### config.mk
export PLATFORM = sky130hd
export DESIGN_NAME = mac_frame_generator_flat
export DESIGN_NICKNAME = d
export VERILOG_FILES = /design/src/hw/eth_frame_pkg.sv /design/src/hw/eth_ctrl_pkg.sv /design/src/hw/crc_if.sv /design/src/hw/mac_frame_generator.sv /design/src/flat_wrapper.sv
export VERILOG_INCLUDE_DIRS = /design/src /design/src/hw
export SDC_FILE = /design/constraint.sdc
export NUM_CORES = 1
export LEC_CHECK = 0
export ABC_AREA = 1
export ABC_CLOCK_PERIOD_IN_PS = 14820
export BUFFER_PORTS_ARGS = -buffer_cell sky130_fd_sc_hd__buf_2
export CELL_PAD_IN_SITES_DETAIL_PLACEMENT = 1
export CELL_PAD_IN_SITES_GLOBAL_PLACEMENT = 2
export CORE_ASPECT_RATIO = 1.4
export CORE_MARGIN = 5
export CORE_UTILIZATION = 25
export CTS_CLUSTER_DIAMETER = 30
export DETAILED_ROUTE_END_ITERATION = 10
export PLACE_DENSITY = 0.73
export SYNTH_ARGS = -nofsm -noshare
export SYNTH_HDL_FRONTEND = slang
export SYNTH_SLANG_ARGS = --single-unit
### constraint.sdc
create_clock -name clk -period 14.82 [get_ports clk]
set_clock_uncertainty 0.15 [all_clocks]
set_input_delay 2.223 -clock clk [delete_from_list [all_inputs] [get_ports clk]]
set_output_delay 2.223 -clock clk [all_outputs]
set_load 0.005 [all_outputs]
### src/hw/eth_frame_macros.svh
`ifndef ETH_FRAME_MACROS_SVH
`define ETH_FRAME_MACROS_SVH

// Payload buffer depth in bytes
`define ETH_PAYLOAD_MAX 1500

// Short payloads are padded up to this
`define ETH_PAYLOAD_MIN 46

`define ETH_FILL_BYTE 8'h55  // Fixed pattern mode payload

// Frame start
`define ETH_PREAMBLE_BYTE 8'h55
`define ETH_SFD_BYTE      8'hD5

`endif

### src/hw/eth_frame_pkg.sv
`default_nettype none

package eth_frame_pkg;

    // One byte on the stream or in the payload buffer
    typedef logic [7:0] byte_t;

    // Station address, sent most significant byte first
    typedef logic [47:0] mac_addr_t;

    typedef logic [15:0] len_t;  // Length/type field and byte counts

    // Payload buffer address, covers 1500 entries
    typedef logic [10:0] buf_addr_t;

    // CRC register and FCS word
    typedef logic [31:0] crc_t;

endpackage

`default_nettype wire

### src/hw/eth_ctrl_pkg.sv
`default_nettype none

package eth_ctrl_pkg;

    // Payload generation modes
    typedef enum logic [1:0] {
        MODE_NORMAL = 2'd0,  // Buffer bytes, padded
        MODE_FIXED  = 2'd1,  // Fill pattern, padded
        MODE_NO_PAD = 2'd2   // Buffer bytes, exact length
    } gen_mode_t;

    // Frame generator FSM
    typedef enum logic [3:0] {
        ST_IDLE, ST_PREAMBLE, ST_SFD, ST_DEST, ST_SRC,
        ST_LEN, ST_PAYLOAD, ST_FCS, ST_DONE
    } gen_state_t;

endpackage

`default_nettype wire

### src/hw/crc_if.sv
`timescale 1ns/1ps
`default_nettype none

interface crc_if;

    logic                 init;  // Restart accumulator
    logic                 en;    // Fold data this cycle
    eth_frame_pkg::byte_t data;
    eth_frame_pkg::crc_t  crc;   // Complemented, ready to send

    // Generator side
    modport gen (output init, output en, output data, input crc);

    // CRC engine side
    modport eng (input init, input en, input data, output crc);

endinterface

`default_nettype wire

### src/hw/mac_frame_generator.sv
`timescale 1ns/1ps
`default_nettype none

`include "eth_frame_macros.svh"

module mac_frame_generator (
    input  wire logic                      clk,
    input  wire logic                      i_rst_n,
    input  wire logic                      i_start,
    input  wire eth_frame_pkg::mac_addr_t  i_dest_addr,
    input  wire eth_frame_pkg::mac_addr_t  i_src_addr,
    input  wire eth_frame_pkg::len_t       i_length,
    input  wire eth_ctrl_pkg::gen_mode_t   i_mode,
    input  wire eth_frame_pkg::byte_t      i_rd_data,
    output eth_frame_pkg::buf_addr_t       o_rd_addr,
    output eth_frame_pkg::byte_t           o_tx_data,
    output logic                           o_tx_valid,
    output logic                           o_tx_last,
    output logic                           o_busy,
    output logic                           o_done,
    crc_if.gen                             crc_bus
);

    eth_ctrl_pkg::gen_state_t state_q, state_d;
    eth_frame_pkg::len_t      cnt_q, cnt_d;     // Byte index within field

    // Frame fields, held for the whole frame
    eth_frame_pkg::mac_addr_t dest_q, src_q;
    eth_frame_pkg::len_t      len_q;
    eth_frame_pkg::len_t      pay_cnt_q;        // Padded payload count
    eth_ctrl_pkg::gen_mode_t  mode_q;
    eth_frame_pkg::crc_t      fcs_q;

    logic                     start_ok;
    logic [2:0]               byte_sel;
    eth_frame_pkg::len_t      rd_next;
    eth_frame_pkg::byte_t     payload_byte;
    eth_frame_pkg::crc_t      fcs_word;
    eth_frame_pkg::byte_t     tx_data;

    assign start_ok = (state_q == eth_ctrl_pkg::ST_IDLE) && i_start;
    assign byte_sel = cnt_q[2:0];

    always_ff @(posedge clk) begin
        if (start_ok) begin
            dest_q <= i_dest_addr;
            src_q  <= i_src_addr;
            len_q  <= i_length;
            mode_q <= i_mode;
            // Pad short frames unless padding is off
            if (i_length < `ETH_PAYLOAD_MIN && i_mode != eth_ctrl_pkg::MODE_NO_PAD)
                pay_cnt_q <= eth_frame_pkg::len_t'(`ETH_PAYLOAD_MIN);
            else
                pay_cnt_q <= i_length;
        end
        // CRC engine output settles in the first FCS cycle
        if (state_q == eth_ctrl_pkg::ST_FCS && cnt_q == '0) begin
            fcs_q <= crc_bus.crc;
        end
    end

    always_comb begin
        state_d = state_q;
        cnt_d   = cnt_q + 16'd1;
        case (state_q)
            eth_ctrl_pkg::ST_IDLE: begin
                cnt_d = '0;
                if (i_start) state_d = eth_ctrl_pkg::ST_PREAMBLE;
            end
            eth_ctrl_pkg::ST_PREAMBLE: begin
                if (cnt_q == 16'd6) begin
                    state_d = eth_ctrl_pkg::ST_SFD;
                    cnt_d   = '0;
                end
            end
            eth_ctrl_pkg::ST_SFD: begin
                state_d = eth_ctrl_pkg::ST_DEST;
                cnt_d   = '0;
            end
            eth_ctrl_pkg::ST_DEST: begin
                if (cnt_q == 16'd5) begin
                    state_d = eth_ctrl_pkg::ST_SRC;
                    cnt_d   = '0;
                end
            end
            eth_ctrl_pkg::ST_SRC: begin
                if (cnt_q == 16'd5) begin
                    state_d = eth_ctrl_pkg::ST_LEN;
                    cnt_d   = '0;
                end
            end
            eth_ctrl_pkg::ST_LEN: begin
                if (cnt_q == 16'd1) begin
                    cnt_d = '0;
                    // Zero-length frames go straight to the FCS
                    state_d = (pay_cnt_q == '0) ? eth_ctrl_pkg::ST_FCS
                                                : eth_ctrl_pkg::ST_PAYLOAD;
                end
            end
            eth_ctrl_pkg::ST_PAYLOAD: begin
                if (cnt_q == pay_cnt_q - 16'd1) begin
                    state_d = eth_ctrl_pkg::ST_FCS;
                    cnt_d   = '0;
                end
            end
            eth_ctrl_pkg::ST_FCS: begin
                if (cnt_q == 16'd3) state_d = eth_ctrl_pkg::ST_DONE;
            end
            default: begin  // ST_DONE
                state_d = eth_ctrl_pkg::ST_IDLE;
                cnt_d   = '0;
            end
        endcase
    end

    always_ff @(posedge clk or negedge i_rst_n) begin
        if (!i_rst_n) begin
            state_q <= eth_ctrl_pkg::ST_IDLE;
            cnt_q   <= '0;
        end else begin
            state_q <= state_d;
            cnt_q   <= cnt_d;
        end
    end

    // Address one byte ahead; address 0 goes out in the last length cycle
    assign rd_next   = cnt_q + 16'd1;
    assign o_rd_addr = (state_q == eth_ctrl_pkg::ST_PAYLOAD) ?
                       eth_frame_pkg::buf_addr_t'(rd_next) : '0;

    always_comb begin
        if (cnt_q >= len_q)
            payload_byte = 8'h00;  // Pad
        else if (mode_q == eth_ctrl_pkg::MODE_FIXED)
            payload_byte = `ETH_FILL_BYTE;
        else
            payload_byte = i_rd_data;
    end

    // First FCS byte straight from the engine, the rest from the copy
    assign fcs_word = (cnt_q == '0) ? crc_bus.crc : fcs_q;

    always_comb begin
        case (state_q)
            eth_ctrl_pkg::ST_PREAMBLE: tx_data = `ETH_PREAMBLE_BYTE;
            eth_ctrl_pkg::ST_SFD:      tx_data = `ETH_SFD_BYTE;
            eth_ctrl_pkg::ST_DEST:     tx_data = dest_q[47 - 8*byte_sel -: 8];
            eth_ctrl_pkg::ST_SRC:      tx_data = src_q[47 - 8*byte_sel -: 8];
            eth_ctrl_pkg::ST_LEN:      tx_data = cnt_q[0] ? len_q[7:0] : len_q[15:8];
            eth_ctrl_pkg::ST_PAYLOAD:  tx_data = payload_byte;
            eth_ctrl_pkg::ST_FCS:      tx_data = fcs_word[8*cnt_q[1:0] +: 8];  // Low byte first
            default:                   tx_data = 8'h00;
        endcase
    end

    // CRC covers destination through last payload byte
    assign crc_bus.init = (state_q == eth_ctrl_pkg::ST_SFD);
    assign crc_bus.en   = (state_q == eth_ctrl_pkg::ST_DEST) ||
                          (state_q == eth_ctrl_pkg::ST_SRC) ||
                          (state_q == eth_ctrl_pkg::ST_LEN) ||
                          (state_q == eth_ctrl_pkg::ST_PAYLOAD);
    assign crc_bus.data = tx_data;

    assign o_tx_data  = tx_data;
    assign o_tx_valid = (state_q != eth_ctrl_pkg::ST_IDLE) &&
                        (state_q != eth_ctrl_pkg::ST_DONE);
    assign o_tx_last  = (state_q == eth_ctrl_pkg::ST_FCS) && (cnt_q == 16'd3);
    assign o_done     = (state_q == eth_ctrl_pkg::ST_DONE);
    assign o_busy     = (state_q != eth_ctrl_pkg::ST_IDLE);

endmodule

`default_nettype wire

### src/flat_wrapper.sv
// flat-port wrapper written by rule: the top's interface ports become plain ports
module mac_frame_generator_flat 
  (clk, i_rst_n, i_start, i_dest_addr, i_src_addr, i_length, i_mode, i_rd_data, o_rd_addr, o_tx_data, o_tx_valid, o_tx_last, o_busy, o_done, crc_bus_init, crc_bus_en, crc_bus_data, crc_bus_crc);
  crc_if crc_bus_i ();
  input  wire logic clk;
  input  wire logic i_rst_n;
  input  wire logic i_start;
  input  wire eth_frame_pkg::mac_addr_t i_dest_addr;
  input  wire eth_frame_pkg::mac_addr_t i_src_addr;
  input  wire eth_frame_pkg::len_t i_length;
  input  wire eth_ctrl_pkg::gen_mode_t i_mode;
  input  wire eth_frame_pkg::byte_t i_rd_data;
  output eth_frame_pkg::buf_addr_t o_rd_addr;
  output eth_frame_pkg::byte_t o_tx_data;
  output logic o_tx_valid;
  output logic o_tx_last;
  output logic o_busy;
  output logic o_done;
  output wire logic [$bits(crc_bus_i.init)-1:0] crc_bus_init;
  output wire logic [$bits(crc_bus_i.en)-1:0] crc_bus_en;
  output wire logic [$bits(crc_bus_i.data)-1:0] crc_bus_data;
  input wire logic [$bits(crc_bus_i.crc)-1:0] crc_bus_crc;
  assign crc_bus_init = crc_bus_i.init;
  assign crc_bus_en = crc_bus_i.en;
  assign crc_bus_data = crc_bus_i.data;
  assign crc_bus_i.crc = crc_bus_crc;
  mac_frame_generator u_core (.clk(clk), .i_rst_n(i_rst_n), .i_start(i_start), .i_dest_addr(i_dest_addr), .i_src_addr(i_src_addr), .i_length(i_length), .i_mode(i_mode), .i_rd_data(i_rd_data), .o_rd_addr(o_rd_addr), .o_tx_data(o_tx_data), .o_tx_valid(o_tx_valid), .o_tx_last(o_tx_last), .o_busy(o_busy), .o_done(o_done), .crc_bus(crc_bus_i));
endmodule
==> results.toml <==
[clock_network]
postCtsSetupBuffers = 0
tritoncts_clock_tree = "yes"
cts-buffers-inserted = 17
cts-hold-fix-buffers = 0
cts_max_level = 4
max-clock-path-buffers = 2
cts_resized = 0
clock-root-buffer = "sky130_fd_sc_hd__clkbuf_16"
clkSinkCount = 182
clock_insertion_delay_worst_skew_ns = 0.45
clk_pin_slew_ns = 0.07

[power_and_ir_drop]
switchingPower_uw = 780
vdd_ir_drop_max_mv = 0.0705
power.share.combinational_pct = 38.8
clk_pwr_share_pct = 24.2
internal_power_uw = 1120
p_per_area_mw_per_mm2 = 168
cellLeakagePower_uw = 0.00474
power_frac_seq_pct = 37.0
p_sw_share_pct = 41.0

[synthesis]
postSynthAreaPerCell_sq_um = 9.28
synth_cells = 1014
postSynthRegisterBits = 182
synth-seq-area-share_pct = 57.0
netlist-cell-type-count = 44
net_count_after_synthesis = 1194
yosysWarningCount = 0
mappedNetlistArea_sq_mm = 0.00941

[global_route]
largest_net_degree_at_the_start_of_global_routing = 68
grt_pass1_wl_um = 48200
total_overflow_reported_by_the_global_router = 0
grt_antenna_before_repair = 6
vias_in_the_first_global_route = 8199
grt_util_all_layers_pct = 15.1

[placed_design]
finalWeightedCongestion = 0.779
hpwl_after_detailed_placement_um = 24100
numPlacedInstances = 1630
place.port_buffers = 189

[min_path]
hold_critical_path_depth = 2
hold_class = "reg2reg"

[die]
die_width_um = 174
initial_utilization_pct = 25.2
rows = 84
top_level_ports = 190
core_sq_mm = 0.0374
die-area_sq_mm = 0.0417
die_h_um = 240

[final_layout]
area.growth.synth_to_final_pct = 20.3
num_antenna_cells = 0
fraction_of_final_layout_cells_sized_beyond_drive_strength_1_pct = 23.0
stdcell_count = 1662
final_nets = 1356

[worst_setup_path]
reg2reg_slack_ns = 11.61
worstSetupEndpointType = "output pin"
endpoint = "crc_bus_data[2]"
cp_data_required_time_ns = 12.45
timing.critical_path.from_type = "register"
rr_worst_depth = 17
timing.critical_path.fanout_max = 33
rr_endpoint = "u_core.state_q[0]"
timing.critical_path.from = "u_core.cnt_q[1]"
r2r-start = "u_core.cnt_q[0]"
cp_data_arrival_time_ns = 3.95
setup.worst_path.class = "reg2out"

[timing]
finalSetupTns_ns = 0
hold_viol = 0
max-slew-margin-rel_pct = 41.8
max_clock_freq_mhz = 158
worstMarginPinSlew_ns = 0.873
timing_max_transition_violations_final = 0
setup_viol_count_final = 0
rsz0062_at_grt = "false"
min_period_ns = 6.32
post-route-period-util_pct = 42.6

[drt]
routed_wire_length_um = 31600
drt.antenna.violating_nets = 0
routedWlPerCell_um = 19.0
num_vias = 7607
detail_route.vias_per_cell = 4.58
drc = 0
drt_pass1_iterations = 4
dr.first_iter.drc_count = 385

[run_status]
run_status = "finished, final reports clean"

[flow_run]
cap_violations = 0
==> final cells by class <==
cell class                 count  area [sq um]
multi-input combinational    694          3450
fill                        4402         26100
sequential                   182          5370
tap                          473           592
timing repair buffer         197          1010
clock buffer                  18           429
clock inverter                14           160
inverter                      84           315
==> registers in the layout (all words and copies together), names as in the netlist <==
| register | flops |
|---|---|
| u_core.src_q | 48 |
| u_core.pay_cnt_q | 16 |
| u_core.len_q | 16 |
| u_core.mode_q | 2 |
| u_core.state_q | 4 |
| u_core.cnt_q | 16 |
| u_core.dest_q | 48 |
| u_core.fcs_q | 32 |
==> cell usage in the layout, fill, tap and decap left out, drive strengths merged <==
cell,n
clkinvlp,1
o22ai,7
a211oi,1
buf,197
xnor2,7
clkbuf,18
nor2,108
nand2,286
o211ai,1
o21ai,56
or2,8
nand3b,4
nand3,105
xor2,7
inv,91
edfxtp,162
bufinv,1
nor3,11
clkinv,5
a21o,1
o31ai,4
nor4,5
ha,23
a21oi,45
nand4,13
dfrtp,20
a31o,1
or4,1
==> Yosys cell counts, drive strengths merged <==
| cell | count | share of area, % |
|---|---|---|
| clkbuf | 23 | 0.92 |
| buf | 31 | 2.2 |
| o31ai | 4 | 0.32 |
| xor2 | 7 | 0.65 |
| o21ai | 56 | 3.0 |
| o22ai | 7 | 0.47 |
| ha | 23 | 3.1 |
| inv | 82 | 3.3 |
| a21oi | 45 | 2.8 |
| nor4 | 5 | 0.33 |
| nand2 | 286 | 12 |
| o211ai | 1 | 0.080 |
| nand3b | 4 | 0.32 |
| nor3 | 11 | 0.81 |
| a211oi | 1 | 0.080 |
| or4 | 1 | 0.080 |
| or2 | 8 | 0.53 |
| nor2 | 108 | 4.9 |
| a21o | 1 | 0.080 |
| a31o | 1 | 0.093 |
| dfrtp | 20 | 5.3 |
| nand4 | 13 | 0.86 |
| xnor2 | 7 | 0.65 |
| nand3 | 105 | 5.9 |
| clkinv | 2 | 0.080 |
| edfxtp | 162 | 52 |
==> worst max-delay path, stage by stage, from the launching register on <==
cell	delay (ns)
sky130_fd_sc_hd__dfrtp_1	0.36
sky130_fd_sc_hd__buf_4	0.23
sky130_fd_sc_hd__inv_2	0.38
sky130_fd_sc_hd__ha_1	0.25
sky130_fd_sc_hd__nand2_1	0.06
sky130_fd_sc_hd__nor2_1	0.14
sky130_fd_sc_hd__nand2_2	0.43
sky130_fd_sc_hd__inv_2	0.63
sky130_fd_sc_hd__nand2_1	0.10
sky130_fd_sc_hd__nand3_1	0.10
sky130_fd_sc_hd__nand2_1	0.07
sky130_fd_sc_hd__nand2_1	0.06
sky130_fd_sc_hd__nand3_1	0.13
sky130_fd_sc_hd__nand3_1	0.31
sky130_fd_sc_hd__buf_2	0.19
==> power groups by stage <==
stage	clock network, uW	logic [uW]	registers, uW
floorplan	0	519	719
global placement	0	750	714
detailed placement	0	757	716
CTS	475	761	705
global route	497	832	712
finish	460	739	704
==> per-stage QoR <==
| step | utilization, % | hold slack, ns | setup slack [ns] | total power (uW) | area [sq um] |
|---|---|---|---|---|---|
| 6_report | 30.2 | 0.420 | 8.50 | 1900 | 11300 |
| 5_1_grt | 30.2 | 0.478 | 8.21 | 2040 | 11300 |
| 2_1_floorplan | - | 0.369 | 6.43 | 1240 | 9410 |
| 3_3_place_gp | 28.7 | 0.403 | 8.96 | 1460 | 10700 |
| 4_1_cts | 30.2 | 0.423 | 8.43 | 1940 | 11300 |
| 3_5_place_dp | 28.7 | 0.405 | 8.94 | 1470 | 10700 |
==> worst min path at each step <==
| stage | startpoint | end |
|---|---|---|
| floorplan | u_core.state_q[2] | u_core.state_q[2] |
| global placement | u_core.state_q[2] | u_core.state_q[2] |
| detailed placement | u_core.state_q[2] | u_core.state_q[2] |
| CTS | u_core.state_q[2] | u_core.state_q[2] |
| global route | u_core.state_q[3] | u_core.state_q[0] |
| finish | u_core.state_q[2] | u_core.state_q[2] |
==> layer usage <==
metal	part of all wire [%]	wire length, um	vias to the layer above	GRT usage (%)
met1	42	13100	3652	17.9
met3	3.9	1240	43	3.11
li1	-	-	3735	-
met5	0.26	82	-	0
met2	52	16400	165	27.3
met4	2.1	676	12	5.23
==> cells by family (layout without fill, tap and decap cells) <==
logic type	after synthesis	after routing	share of synthesized area, %
flip-flops	182	182	57.0
buffers and inverters	138	313	6.46
XOR/XNOR	14	14	1.30
adder cells (fa/ha/maj)	23	23	3.06
AO/OA/AOI/OAI	116	116	6.93
AND/OR/NAND/NOR	541	541	25.2
Note: power is estimated with default switching activity, not from simulation.
