<file path="config.mk">
export PLATFORM = sky130hd
export DESIGN_NAME = crc32_byte_flat
export DESIGN_NICKNAME = d
export VERILOG_FILES = /design/src/hw/eth_frame_macros.svh /design/src/hw/eth_frame_pkg.sv /design/src/hw/crc_if.sv /design/src/hw/crc32_byte.sv /design/src/flat_wrapper.sv
export SDC_FILE = /design/constraint.sdc
export NUM_CORES = 1
export LEC_CHECK = 0
export ABC_AREA = 0
export BUFFER_PORTS_ARGS = -buffer_cell sky130_fd_sc_hd__buf_2
export CORE_UTILIZATION = 55
export DETAILED_ROUTE_END_ITERATION = 8
export MAX_ROUTING_LAYER = met4
export PLACE_DENSITY_LB_ADDON = 0.05
export SLEW_MARGIN = 10
export SYNTH_ARGS = -nofsm -noshare
export SYNTH_HDL_FRONTEND = slang
export SYNTH_SLANG_ARGS = --single-unit
</file>
<file path="constraint.sdc">
create_clock -name clk -period 7.3 [get_ports clk]
set_input_delay 0.365 -clock clk [delete_from_list [all_inputs] [get_ports clk]]
set_output_delay 0.365 -clock clk [all_outputs]
set_load 0.03 [all_outputs]
</file>
<file path="src/hw/eth_frame_macros.svh">
`ifndef ETH_FRAME_MACROS_SVH
`define ETH_FRAME_MACROS_SVH

// Payload buffer depth in bytes
`define ETH_PAYLOAD_MAX 1500

// Short payloads are padded up to this
`define ETH_PAYLOAD_MIN 46

`define ETH_FILL_BYTE 8'h55  // Fixed pattern mode payload

// Frame start
`define ETH_PREAMBLE_BYTE 8'h55
`define ETH_SFD_BYTE      8'hD5

`endif

</file>
<file path="src/hw/eth_frame_pkg.sv">
`default_nettype none

package eth_frame_pkg;

    // One byte on the stream or in the payload buffer
    typedef logic [7:0] byte_t;

    // Station address, sent most significant byte first
    typedef logic [47:0] mac_addr_t;

    typedef logic [15:0] len_t;  // Length/type field and byte counts

    // Payload buffer address, covers 1500 entries
    typedef logic [10:0] buf_addr_t;

    // CRC register and FCS word
    typedef logic [31:0] crc_t;

endpackage

`default_nettype wire

</file>
<file path="src/hw/crc_if.sv">
`timescale 1ns/1ps
`default_nettype none

interface crc_if;

    logic                 init;  // Restart accumulator
    logic                 en;    // Fold data this cycle
    eth_frame_pkg::byte_t data;
    eth_frame_pkg::crc_t  crc;   // Complemented, ready to send

    // Generator side
    modport gen (output init, output en, output data, input crc);

    // CRC engine side
    modport eng (input init, input en, input data, output crc);

endinterface

`default_nettype wire

</file>
<file path="src/hw/crc32_byte.sv">
`timescale 1ns/1ps
`default_nettype none

module crc32_byte (
    input  wire logic clk,
    input  wire logic i_rst_n,
    crc_if.eng        crc_bus
);

    // Reflected form of 0x04C11DB7
    localparam eth_frame_pkg::crc_t CRC_POLY = 32'hEDB88320;

    eth_frame_pkg::crc_t crc_q;

    // One byte, LSB first, eight shift-and-xor steps
    function automatic eth_frame_pkg::crc_t crc_fold(
        input eth_frame_pkg::crc_t  crc_in,
        input eth_frame_pkg::byte_t data_in
    );
        eth_frame_pkg::crc_t c;
        c = crc_in ^ {24'h000000, data_in};
        for (int i = 0; i < 8; i++) begin
            c = c[0] ? ((c >> 1) ^ CRC_POLY) : (c >> 1);
        end
        return c;
    endfunction

    always_ff @(posedge clk or negedge i_rst_n) begin
        if (!i_rst_n) begin
            crc_q <= '1;
        end else if (crc_bus.init) begin
            crc_q <= '1;  // All-ones seed
        end else if (crc_bus.en) begin
            crc_q <= crc_fold(crc_q, crc_bus.data);
        end
    end

    assign crc_bus.crc = ~crc_q;  // Final complement

endmodule

`default_nettype wire

</file>
<file path="src/flat_wrapper.sv">
// flat-port wrapper written by rule: the top's interface ports become plain ports
module crc32_byte_flat 
  (clk, i_rst_n, crc_bus_init, crc_bus_en, crc_bus_data, crc_bus_crc);
  crc_if crc_bus_i ();
  input  wire logic clk;
  input  wire logic i_rst_n;
  input wire logic [$bits(crc_bus_i.init)-1:0] crc_bus_init;
  input wire logic [$bits(crc_bus_i.en)-1:0] crc_bus_en;
  input wire logic [$bits(crc_bus_i.data)-1:0] crc_bus_data;
  output wire logic [$bits(crc_bus_i.crc)-1:0] crc_bus_crc;
  assign crc_bus_i.init = crc_bus_init;
  assign crc_bus_i.en = crc_bus_en;
  assign crc_bus_i.data = crc_bus_data;
  assign crc_bus_crc = crc_bus_i.crc;
  crc32_byte u_core (.clk(clk), .i_rst_n(i_rst_n), .crc_bus(crc_bus_i));
endmodule
</file>
==> impl_results.md, run 1 <==
* Outcome: complete, no violations
* PortBufs at 43
* Cell Chain, Critical Path: xor2_2 > xnor3_2 > xor2_2 > xnor3_1 > a211o_1
* Synthesized instance count at 211
* Syn nets at 223
* Worst r2r dst: u_core.crc_q[19]
* CP required at 7510 ps
* Post-route design area at 2467 µm²
* Non-filler cells, final at 300
* Switching part of the total at 43.77%
* CP endpoint kind: flip-flop
* Crit path max-delay family: XOR/XNOR gates
* Net Switching at 0.0005630 W
* Post-DR vias/cell at 4.980
* RSZ-0062 raised after global routing: no
* Wire per inst at 14.44 µm
* TritonCTS buffer count at 5
* Clock buffer depth at 2
* Top Layer Used: met4
* Max reg flops at 32
* Die height at 64.37 µm
* Leakage at 1.248 nW
* Pins Over Slew Limit at 0
* H-tree lvl count at 2
* Achievable clock frequency at 404.7 MHz
* Power share of the clock group at 10.9%
* Skew-Pair Late Insertion Delay at 280 ps
* Comb pwr share at 64.9%
* Drt pass-1 iters at 4
* Total gr overflow at 0
* Crit path time final at 2471 ps
* Final GP Congestion at 0.7632
* Hold_ws at 522.6 ps
* Max cap viols at 0
* Fin crit share at 33.85%
* Diodes inserted at 0
* Metal1 wirelength at 2020 µm
* R2R depth at 5
* Slew @ Worst Pin at 1059 ps
* CP most frequent cell: xor2_2
* Met3 WL at 186 µm
* Met2 WL at 2067 µm
* Rel. slew slack at 29.41%
* Count of different cell masters after synthesis at 19
* Top flop regs: u_core.crc_q x32
* Top cells by area, synth: dfstp_2, xnor2_1, a211o_1
* Post-CTS Setup Bufs at 0
* Area delta synth->final at 15.32%
* CTS sink cnt at 32
* WP buf/inv at 0
* FF-to-FF setup slack at 4830 ps
* Final antenna-violating net count at 0
* Hold_buf cts at 0
* Std-Cell Rows at 22
* Post-CTS Resized at 0
* Reg2reg start: u_core.crc_q[6]
* Final Skew at 5.165 ps
* Worst Slack Setup Final at 4829 ps
* CTS tree: done
* Largest register by flop count: u_core.crc_q
* Pre-CTS WS at 4745 ps
* DP Area at 2377 µm²
* Placed cell count at 292
* Total Wirelength at 4331 µm
* Post-synthesis sequential area ratio at 39.30%
* Peak supply drop at 0.2636 mV
* Mean post-synth cell area at 10.14 µm²
* CP Class: reg2reg
* IO Count at 44
* Final Setup Violations at 0
* CP max stage cell: xnor3_2
* Share of cells above drive strength 1 at 36.90%
* Initial Util at 58.01%
* Final Hold Violating Endpoints at 0
* Yosys reg bits at 32
* HPWL after detailed placement at 2888 µm
* Core area at 3689 µm²
* Die width at 64.37 µm
* Overall fraction of global-route tracks in use at 24.93%
* Crit path DAT at 2680 ps
* Ys Warns at 0
* Pwr dens at 521.3 nW/µm²
* Clk slew on worst S/H paths at 70 ps
* Dominant cell type by area after synthesis: dfstp_2
* Post-synthesis cell area at 2140 µm²
* Initial antenna violation count at 0
* DRC violations left at 0
* Starting DRT DRC Count at 94
* CP Launch Type: flip-flop
* Most common cell after layout, fill and taps aside: xnor2_1
* CP max stage delay at 560 ps
* Detailed-route via count at 1,494
* Final TNS setup at 0 ps
* Worst Path Max Fanout at 4
* Register share of total power at 24.3%
* Largest net degree at the start of global routing at 65
* Full die area at 4144 µm²
* HP Class: in2async
* Clock root cell: clkbuf_8
* Number of global-route vias before repair at 1,458
* First-pass GRT wire length at 7362 µm
* Int Pwr at 0.0007232 W
* Synth top area share at 39.30%
* Most frequent cells in the layout: xnor2_1, buf_2, inv_1, dfstp_2, nand2_1
* Final nets at 263
-- synthesized netlist by cell type --
cell,number
xnor2_1,47
dfstp_2,32
inv_1,32
nand2_1,18
o211ai_1,16
a211o_1,14
nor2_1,14
xor2_1,10
clkbuf_1,9
xnor2_2,5
xor2_2,5
xnor3_1,2
a31oi_1,1
buf_1,1
clkinv_1,1
nor3_1,1
o21ai_0,1
xnor2_4,1
xnor3_2,1
-- power by group through the flow --
stage | Clock, W | Sequential (W) | Combinational [W]
6_report | 0.000140 | 0.000312 | 0.000835
5_1_grt | 0.000152 | 0.000317 | 0.000916
4_1_cts | 0.000145 | 0.000312 | 0.000843
3_5_place_dp | 0 | 0.000314 | 0.000838
3_3_place_gp | 0 | 0.000311 | 0.000838
2_1_floorplan | 0 | 0.000305 | 0.000696
-- final cells by class --
| cell class | count | area, µm² |
|---|---|---|
| multi-input combinational | 136 | 1137 |
| fill | 313 | 1221 |
| tap | 48 | 60.06 |
| sequential | 32 | 840.8 |
| clock buffer | 8 | 90.09 |
| inverter | 33 | 123.9 |
| timing repair buffer | 43 | 215.2 |
-- stage by stage --
| step | util, % | power (W) |
|---|---|---|
| after floorplan | - | 0.001001 |
| after global placement | 64.45 | 0.001149 |
| after detailed placement | 64.45 | 0.001152 |
| after CTS | 66.89 | 0.001299 |
| after global routing | 66.89 | 0.001386 |
| final | 66.89 | 0.001286 |
-- cell families after synthesis --
group | after synthesis | synth area share, %
flip-flops | 32 | 39.30
AO/OA/AOI/OAI | 32 | 11.87
XOR/XNOR | 71 | 35.44
buffers and inverters | 43 | 7.544
AND/OR/NAND/NOR | 33 | 5.847
-- how the worst max path moves through the flow --
| stage | startpoint | endpoint | slack, ps | depth (start not counted) |
|---|---|---|---|---|
| floorplan | u_core.crc_q[6] | u_core.crc_q[19] | 4950 | 5 |
| finish | u_core.crc_q[6] | u_core.crc_q[19] | 4830 | 5 |
| global route | u_core.crc_q[6] | u_core.crc_q[19] | 4720 | 5 |
| global placement | crc_bus_data[0] | u_core.crc_q[19] | 4790 | 6 |
| detailed placement | crc_bus_data[0] | u_core.crc_q[19] | 4750 | 6 |
| CTS | u_core.crc_q[6] | u_core.crc_q[19] | 4830 | 5 |
-- layer usage --
layer  vias to the layer above  track usage, %
li1                        733               -
met1                       723           33.94
met2                        34           36.84
met3                         4           4.821
met4                         0           9.167
met5                         -               -
(Power assumes the default switching activity.)
==> run 2, diff against run 1 <==
--- a/config.mk
+++ b/config.mk
@@ -7,7 +7,7 @@
 export LEC_CHECK = 0
 export ABC_AREA = 0
 export BUFFER_PORTS_ARGS = -buffer_cell sky130_fd_sc_hd__buf_2
-export CORE_UTILIZATION = 55
+export CORE_UTILIZATION = 49
 export DETAILED_ROUTE_END_ITERATION = 8
 export MAX_ROUTING_LAYER = met4
 export PLACE_DENSITY_LB_ADDON = 0.05
==> constraint.sdc (replaced) <==
create_clock -name clk -period 2.1 [get_ports clk]
set_input_delay 0.105 -clock clk [delete_from_list [all_inputs] [get_ports clk]]
set_output_delay 0.105 -clock clk [all_outputs]
set_load 0.03 [all_outputs]
==> run 2 against run 1 <==
  * Fmax rose by 21%
  * Wire length rose by 10%
  * Die area rose by 12%
  * Largest cell class unchanged
  * Total power increased to 3.7 times the previous value
  * Register-to-register slack worse by 4800 ps
  * Clock power increased to 3.6 times the previous value
  * Largest power group unchanged
  * Global-route usage shrank 0.35 points
==> impl_results.md, run 2 (synthesis results as in run 1) <==
* Outcome: complete, no violations
* Pwr dens at 1808 nW/µm² (+250%)
* Area delta synth->final at 22.46%
* Final GP Congestion at 0.8115 (+6.3%)
* Slew @ Worst Pin at 745.6 ps (-313.3 ps)
* Cell Chain, Critical Path: xnor2_4 > xnor3_2 > xor2_4 > xnor3_1 > a211o_1
* Largest register by flop count: u_core.crc_q
* Achievable clock frequency at 491.3 MHz (+21%)
* PortBufs at 43 (unchanged)
* Fill count at 350 (+12%)
* Final Setup Violations at 0 (unchanged)
* Starting DRT DRC Count at 106 (+13%)
* Largest net degree at the start of global routing at 43 (-34%)
* Placed cell count at 310 (+6.2%)
* Core area at 4086 µm² (+11%)
* HPWL after detailed placement at 3509 µm (+22%)
* Final Skew at 7.673 ps (+2.508 ps)
* Share of cells above drive strength 1 at 41.04% (+4.1 points)
* Peak supply drop at 0.8181 mV (+210%)
* Skew-Pair Late Insertion Delay at 290 ps (about the same)
* Die width at 68.08 µm (+5.8%)
* Number of global-route vias before repair at 1,506 (+3.3%)
* Rel. slew slack at 50.29% (+21 points)
* Fin crit share at 96.93% (+63 points)
* Worst Path Max Fanout at 3 (-1)
* Clock buffer depth at 2 (unchanged)
* Total gr overflow at 0 (unchanged)
* R2R depth at 5 (unchanged)
* Total Wirelength at 4776 µm (+10%)
* Wire per inst at 15.02 µm (+4.0%)
* Detailed-route via count at 1,566 (+4.8%)
* CP max stage cell: dfstp_2
* CP Depth at 5 (unchanged)
* CTS tree: done
* Post-DR vias/cell at 4.925 (-1.1%)
* Most common cell after layout, fill and taps aside: xnor2_1
* Clock root cell: clkbuf_8
* Die height at 68.08 µm (+5.8%)
* Full die area at 4635 µm² (+12%)
* Reg2reg start: u_core.crc_q[5]
* Hold_buf cts at 0 (unchanged)
* Max cap viols at 0 (unchanged)
* Int Pwr at 0.002666 W (+270%)
* TritonCTS buffer count at 5 (unchanged)
* Net Switching at 0.002072 W (+270%)
* Max reg flops at 32 (unchanged)
* Crit path max-delay family: XOR/XNOR gates
* Non-filler cells, final at 318 (+6.0%)
* Final nets at 279 (+6.1%)
* CP required at 2320 ps (-5190 ps)
* Post-route design area at 2620 µm² (+6.2%)
* Std-Cell Rows at 23 (+4.5%)
* RSZ-0062 raised after global routing: no
* DP Area at 2519 µm² (+5.9%)
* Comb pwr share at 66.3% (+1.4 points)
* Pins Over Slew Limit at 0 (unchanged)
* First-pass GRT wire length at 7714 µm (+4.8%)
* CTS sink cnt at 32 (unchanged)
* HP Class: in2async
* WP buf/inv at 0 (unchanged)
* Leakage at 1.335 nW (+6.9%)
* Final antenna-violating net count at 0 (unchanged)
* CP Class: reg2reg
* Clk slew on worst S/H paths at 70 ps (about the same)
* Crit path DAT at 2250 ps (-430 ps)
* Initial Util at 52.36% (-5.6 points)
* Post-layout util at 64.12% (-2.8 points)
* Most frequent cells in the layout: xnor2_1, buf_2, inv_1, dfstp_2, nand2_1
* Top flop regs: u_core.crc_q x32
* Diodes inserted at 0 (unchanged)
* Register share of total power at 23.1% (-1.2 points)
* DRC violations left at 0 (unchanged)
* Power share of the clock group at 10.5% (-0.4 points)
* Crit path from: u_core.crc_q[5]
* Initial antenna violation count at 0 (unchanged)
* H-tree lvl count at 2 (unchanged)
* Overall fraction of global-route tracks in use at 24.58% (-0.35 points)
* Final Hold Violating Endpoints at 0 (unchanged)
* Drt pass-1 iters at 4 (unchanged)
* IO Count at 44 (unchanged)
* Final TNS setup at 0 ps (unchanged)
* CP Launch Type: flip-flop
* Switching part of the total at 43.74% (about the same)
* CP max stage delay at 580 ps (+20 ps)
* Crit path time final at 2035 ps (-435.7 ps)
* CP endpoint kind: flip-flop
run 2: final timing paths:
kind	slack (ps)	to
worst max-delay path	60	u_core.crc_q[19]
worst min-delay path	260	u_core.crc_q[21]
worst max register to register	60	u_core.crc_q[19]
worst min register to register	530	u_core.crc_q[15]
max in group asynchronous	1790	u_core.crc_q[19]
min in group clk	260	u_core.crc_q[13]
run 2: repair_timing:
action	4_1_cts	5_1_grt
endpoints found under the setup margin	0	2
hold endpoints to repair	0	0
resized for setup	0	1
buffers inserted	0	0
run 2: worst register-to-register path, stage by stage (launching register included):
cell,delay [ps]
dfstp_2,580
xnor2_4,120
xnor3_2,510
xor2_4,210
xnor3_1,240
a211o_1,290
run 2: per-layer routing:
metal / track usage (%) / vias up / wire length [µm]
li1: - / 779 / -
met1: 33.19 / 738 / 2381
met2: 36.03 / 39 / 2108
met3: 3.500 / 10 / 174
met4: 11.98 / 0 / 112
met5: - / - / 0
run 2: cell type report:
| class | count | area [µm²] | area share (%) |
|---|---|---|---|
| multi-input cells | 136 | 1167 | 44.56 |
| well taps | 50 | 62.56 | 2.388 |
| flip-flops and latches | 32 | 840.8 | 32.09 |
| repair buffers | 59 | 335.3 | 12.80 |
| clock buffers | 8 | 90.09 | 3.438 |
| inverters | 33 | 123.9 | 4.728 |
run 2: power by group through the flow:
stage / Combinational (W) / Sequential, W / Clock [W]
after floorplan: 0.00240 / 0.00107 / 0
after global placement: 0.00310 / 0.00110 / 0
after detailed placement: 0.00312 / 0.00110 / 0
after CTS: 0.00314 / 0.00110 / 0.000520
after global routing: 0.00340 / 0.00112 / 0.000543
final: 0.00314 / 0.00110 / 0.000500
run 2: metrics by stage:
step                hold WS [ps]  setup slack (ps)  total power [W]
floorplan                 -42.84             81.23         0.003471
global placement           522.0             86.38         0.004199
detailed placement         526.8             18.10         0.004229
CTS                        256.1             4.522         0.004754
global route               280.7             9.563         0.005064
finish                     255.5             64.53         0.004738
==> run 3, diff against run 2 <==
--- a/config.mk
+++ b/config.mk
@@ -11,6 +11,7 @@
 export DETAILED_ROUTE_END_ITERATION = 8
 export MAX_ROUTING_LAYER = met4
 export PLACE_DENSITY_LB_ADDON = 0.05
+export RECOVER_POWER = 50
 export SLEW_MARGIN = 10
 export SYNTH_ARGS = -nofsm -noshare
 export SYNTH_HDL_FRONTEND = slang
==> run 3 against run 2 <==
  * Total power is 0.34% lower
  * Critical path depth stayed put
  * Largest cell class unchanged
  * Die area is the same
  * Final cell count unchanged
  * Clock-buffer cell count did not move
  * Clock skew is 2.0 ps lower
  * The run now ends with max-capacitance violations, max-slew violations left
==> impl_results.md, run 3 (synthesis results as in run 1) <==
* CP max stage cell: dfstp_2
* Slew @ Worst Pin at 1807 ps (+1061 ps)
* Full die area at 4635 µm² (unchanged)
* Clk slew on worst S/H paths at 70 ps (about the same)
* Pwr dens at 1816 nW/µm² (+0.43%)
* H-tree lvl count at 2 (unchanged)
* Largest register by flop count: u_core.crc_q
* WP buf/inv at 0 (unchanged)
* Post-layout util at 63.63% (-0.49 points)
* Crit path time final at 2034 ps (-1.046 ps)
* Largest net degree at the start of global routing at 43 (unchanged)
* Peak supply drop at 0.8260 mV (+0.97%)
* Final Hold Violating Endpoints at 0 (unchanged)
* Post-DR vias/cell at 4.947 (+0.45%)
* Fin crit share at 96.88% (about the same)
* Post-CTS Resized at 0 (unchanged)
* Total Wirelength at 4808 µm (+0.67%)
* Worst Path Max Fanout at 3 (unchanged)
* PortBufs at 43 (unchanged)
* Final TNS setup at 0 ps (unchanged)
* Fill count at 354 (+1.1%)
* Initial antenna violation count at 0 (unchanged)
* Total Power at 0.004721 W (-0.34%)
* Drt pass-1 iters at 4 (unchanged)
* Die width at 68.08 µm (unchanged)
* Starting DRT DRC Count at 94 (-11%)
* DRC violations left at 0 (unchanged)
* Max cap viols at 1 (+1)
* CP Class: reg2reg
* Core area at 4086 µm² (unchanged)
* Wire per inst at 15.12 µm (+0.67%)
* Detailed-route via count at 1,573 (+0.45%)
* Clock buffer depth at 2 (unchanged)
* HPWL after detailed placement at 3509 µm (unchanged)
* Initial Util at 52.36% (unchanged)
* Hold_buf cts at 0 (unchanged)
* CTS sink cnt at 32 (unchanged)
* Final nets at 279 (unchanged)
* Total gr overflow at 0 (unchanged)
* CP max stage delay at 580 ps (about the same)
* Max reg flops at 32 (unchanged)
* Share of cells above drive strength 1 at 35.07% (-6.0 points)
* CP Depth at 5 (unchanged)
* Final GP Congestion at 0.8115 (unchanged)
* Final antenna-violating net count at 0 (unchanged)
* Area delta synth->final at 21.52%
* Die height at 68.08 µm (unchanged)
* Top flop regs: u_core.crc_q x32
* TritonCTS buffer count at 5 (unchanged)
* CP endpoint kind: flip-flop
* CP Launch Type: flip-flop
* Std-Cell Rows at 23 (unchanged)
* Crit path DAT at 2260 ps (about the same)
* Failing checks: max-capacitance violations, max-slew violations
* Cell Chain, Critical Path: xnor2_4 > xnor3_2 > xor2_4 > xnor3_1 > a211o_1
* Post-CTS Setup Bufs at 0 (unchanged)
* CP required at 2320 ps (about the same)
* IO Count at 44 (unchanged)
* Final Setup Violations at 0 (unchanged)
* Diodes inserted at 0 (unchanged)
* CTS tree: done
* R2R depth at 5 (unchanged)
* Achievable clock frequency at 491.5 MHz (about the same)
* Hold depth at 3
* Skew-Pair Late Insertion Delay at 290 ps (about the same)
* RSZ-0062 raised after global routing: no
* Rel. slew slack at -20.44% (-71 points)
* Overall fraction of global-route tracks in use at 24.58% (unchanged)
* Number of global-route vias before repair at 1,506 (unchanged)
* HP Class: in2reg
* Most common cell after layout, fill and taps aside: xnor2_1
* Clock root cell: clkbuf_8
* Leakage at 1.277 nW (-4.3%)
* First-pass GRT wire length at 7714 µm (unchanged)
* Final Skew at 5.713 ps (-1.960 ps)
* Outcome: complete, but fails checks
* Crit path max-delay family: XOR/XNOR gates
* Most frequent cells in the layout: xnor2_1, inv_1, dfstp_2, buf_2
* Pins Over Slew Limit at 33 (+33)
-- run 3: worst reg2reg max path: cells and delay by family (launching register included) --
family | cells | cell delay, ps
xor gates and xnor gates | 4 | 1080
DFF | 1 | 580
AOI/OAI and AO/OA | 1 | 300
-- run 3: final cells by class --
class | instances | area, µm² | area share (%)
multi-input combinational | 136 | 1167 | 44.90
timing repair buffer | 59 | 315.3 | 12.13
tap | 50 | 62.56 | 2.406
sequential | 32 | 840.8 | 32.34
inverter | 33 | 123.9 | 4.764
clock buffer | 8 | 90.09 | 3.465
-- run 3: where the power goes --
part,switching [W],internal (W)
combinational,0.00170,0.00142
clock,0.000235,0.000267
sequential,0.000142,0.000955
-- run 3: worst paths after layout --
path	slack [ps]	to	from
setup / recovery	70	u_core.crc_q[22]	u_core.crc_q[5]
hold / removal	260	u_core.crc_q[13]	crc_bus_en
setup reg to reg	70	u_core.crc_q[22]	u_core.crc_q[5]
hold reg to reg	530	u_core.crc_q[15]	u_core.crc_q[15]
max in group asynchronous	1110	u_core.crc_q[7]	i_rst_n
min in group asynchronous	930	u_core.crc_q[21]	i_rst_n
-- run 3: metrics by stage --
stage | std cells | setup slack (ps) | hold slack [ps] | cell area, µm²
6_report | 318 | 65.58 | 256.4 | 2600
5_1_grt | 318 | 9.563 | 280.7 | 2600
4_1_cts | 318 | 4.522 | 256.1 | 2609
3_5_place_dp | 310 | 18.10 | 526.8 | 2519
3_3_place_gp | 310 | 86.38 | 522.0 | 2519
2_1_floorplan | 211 | 81.23 | -42.84 | 2158
-- run 3: routing by layer --
metal  share of wire, %  track usage [%]  wire, µm
met1                 50            33.19      2423
met2                 44            36.03      2112
met3                3.3            3.500       160
met4                2.3            11.98       112
met5                  0                -         0
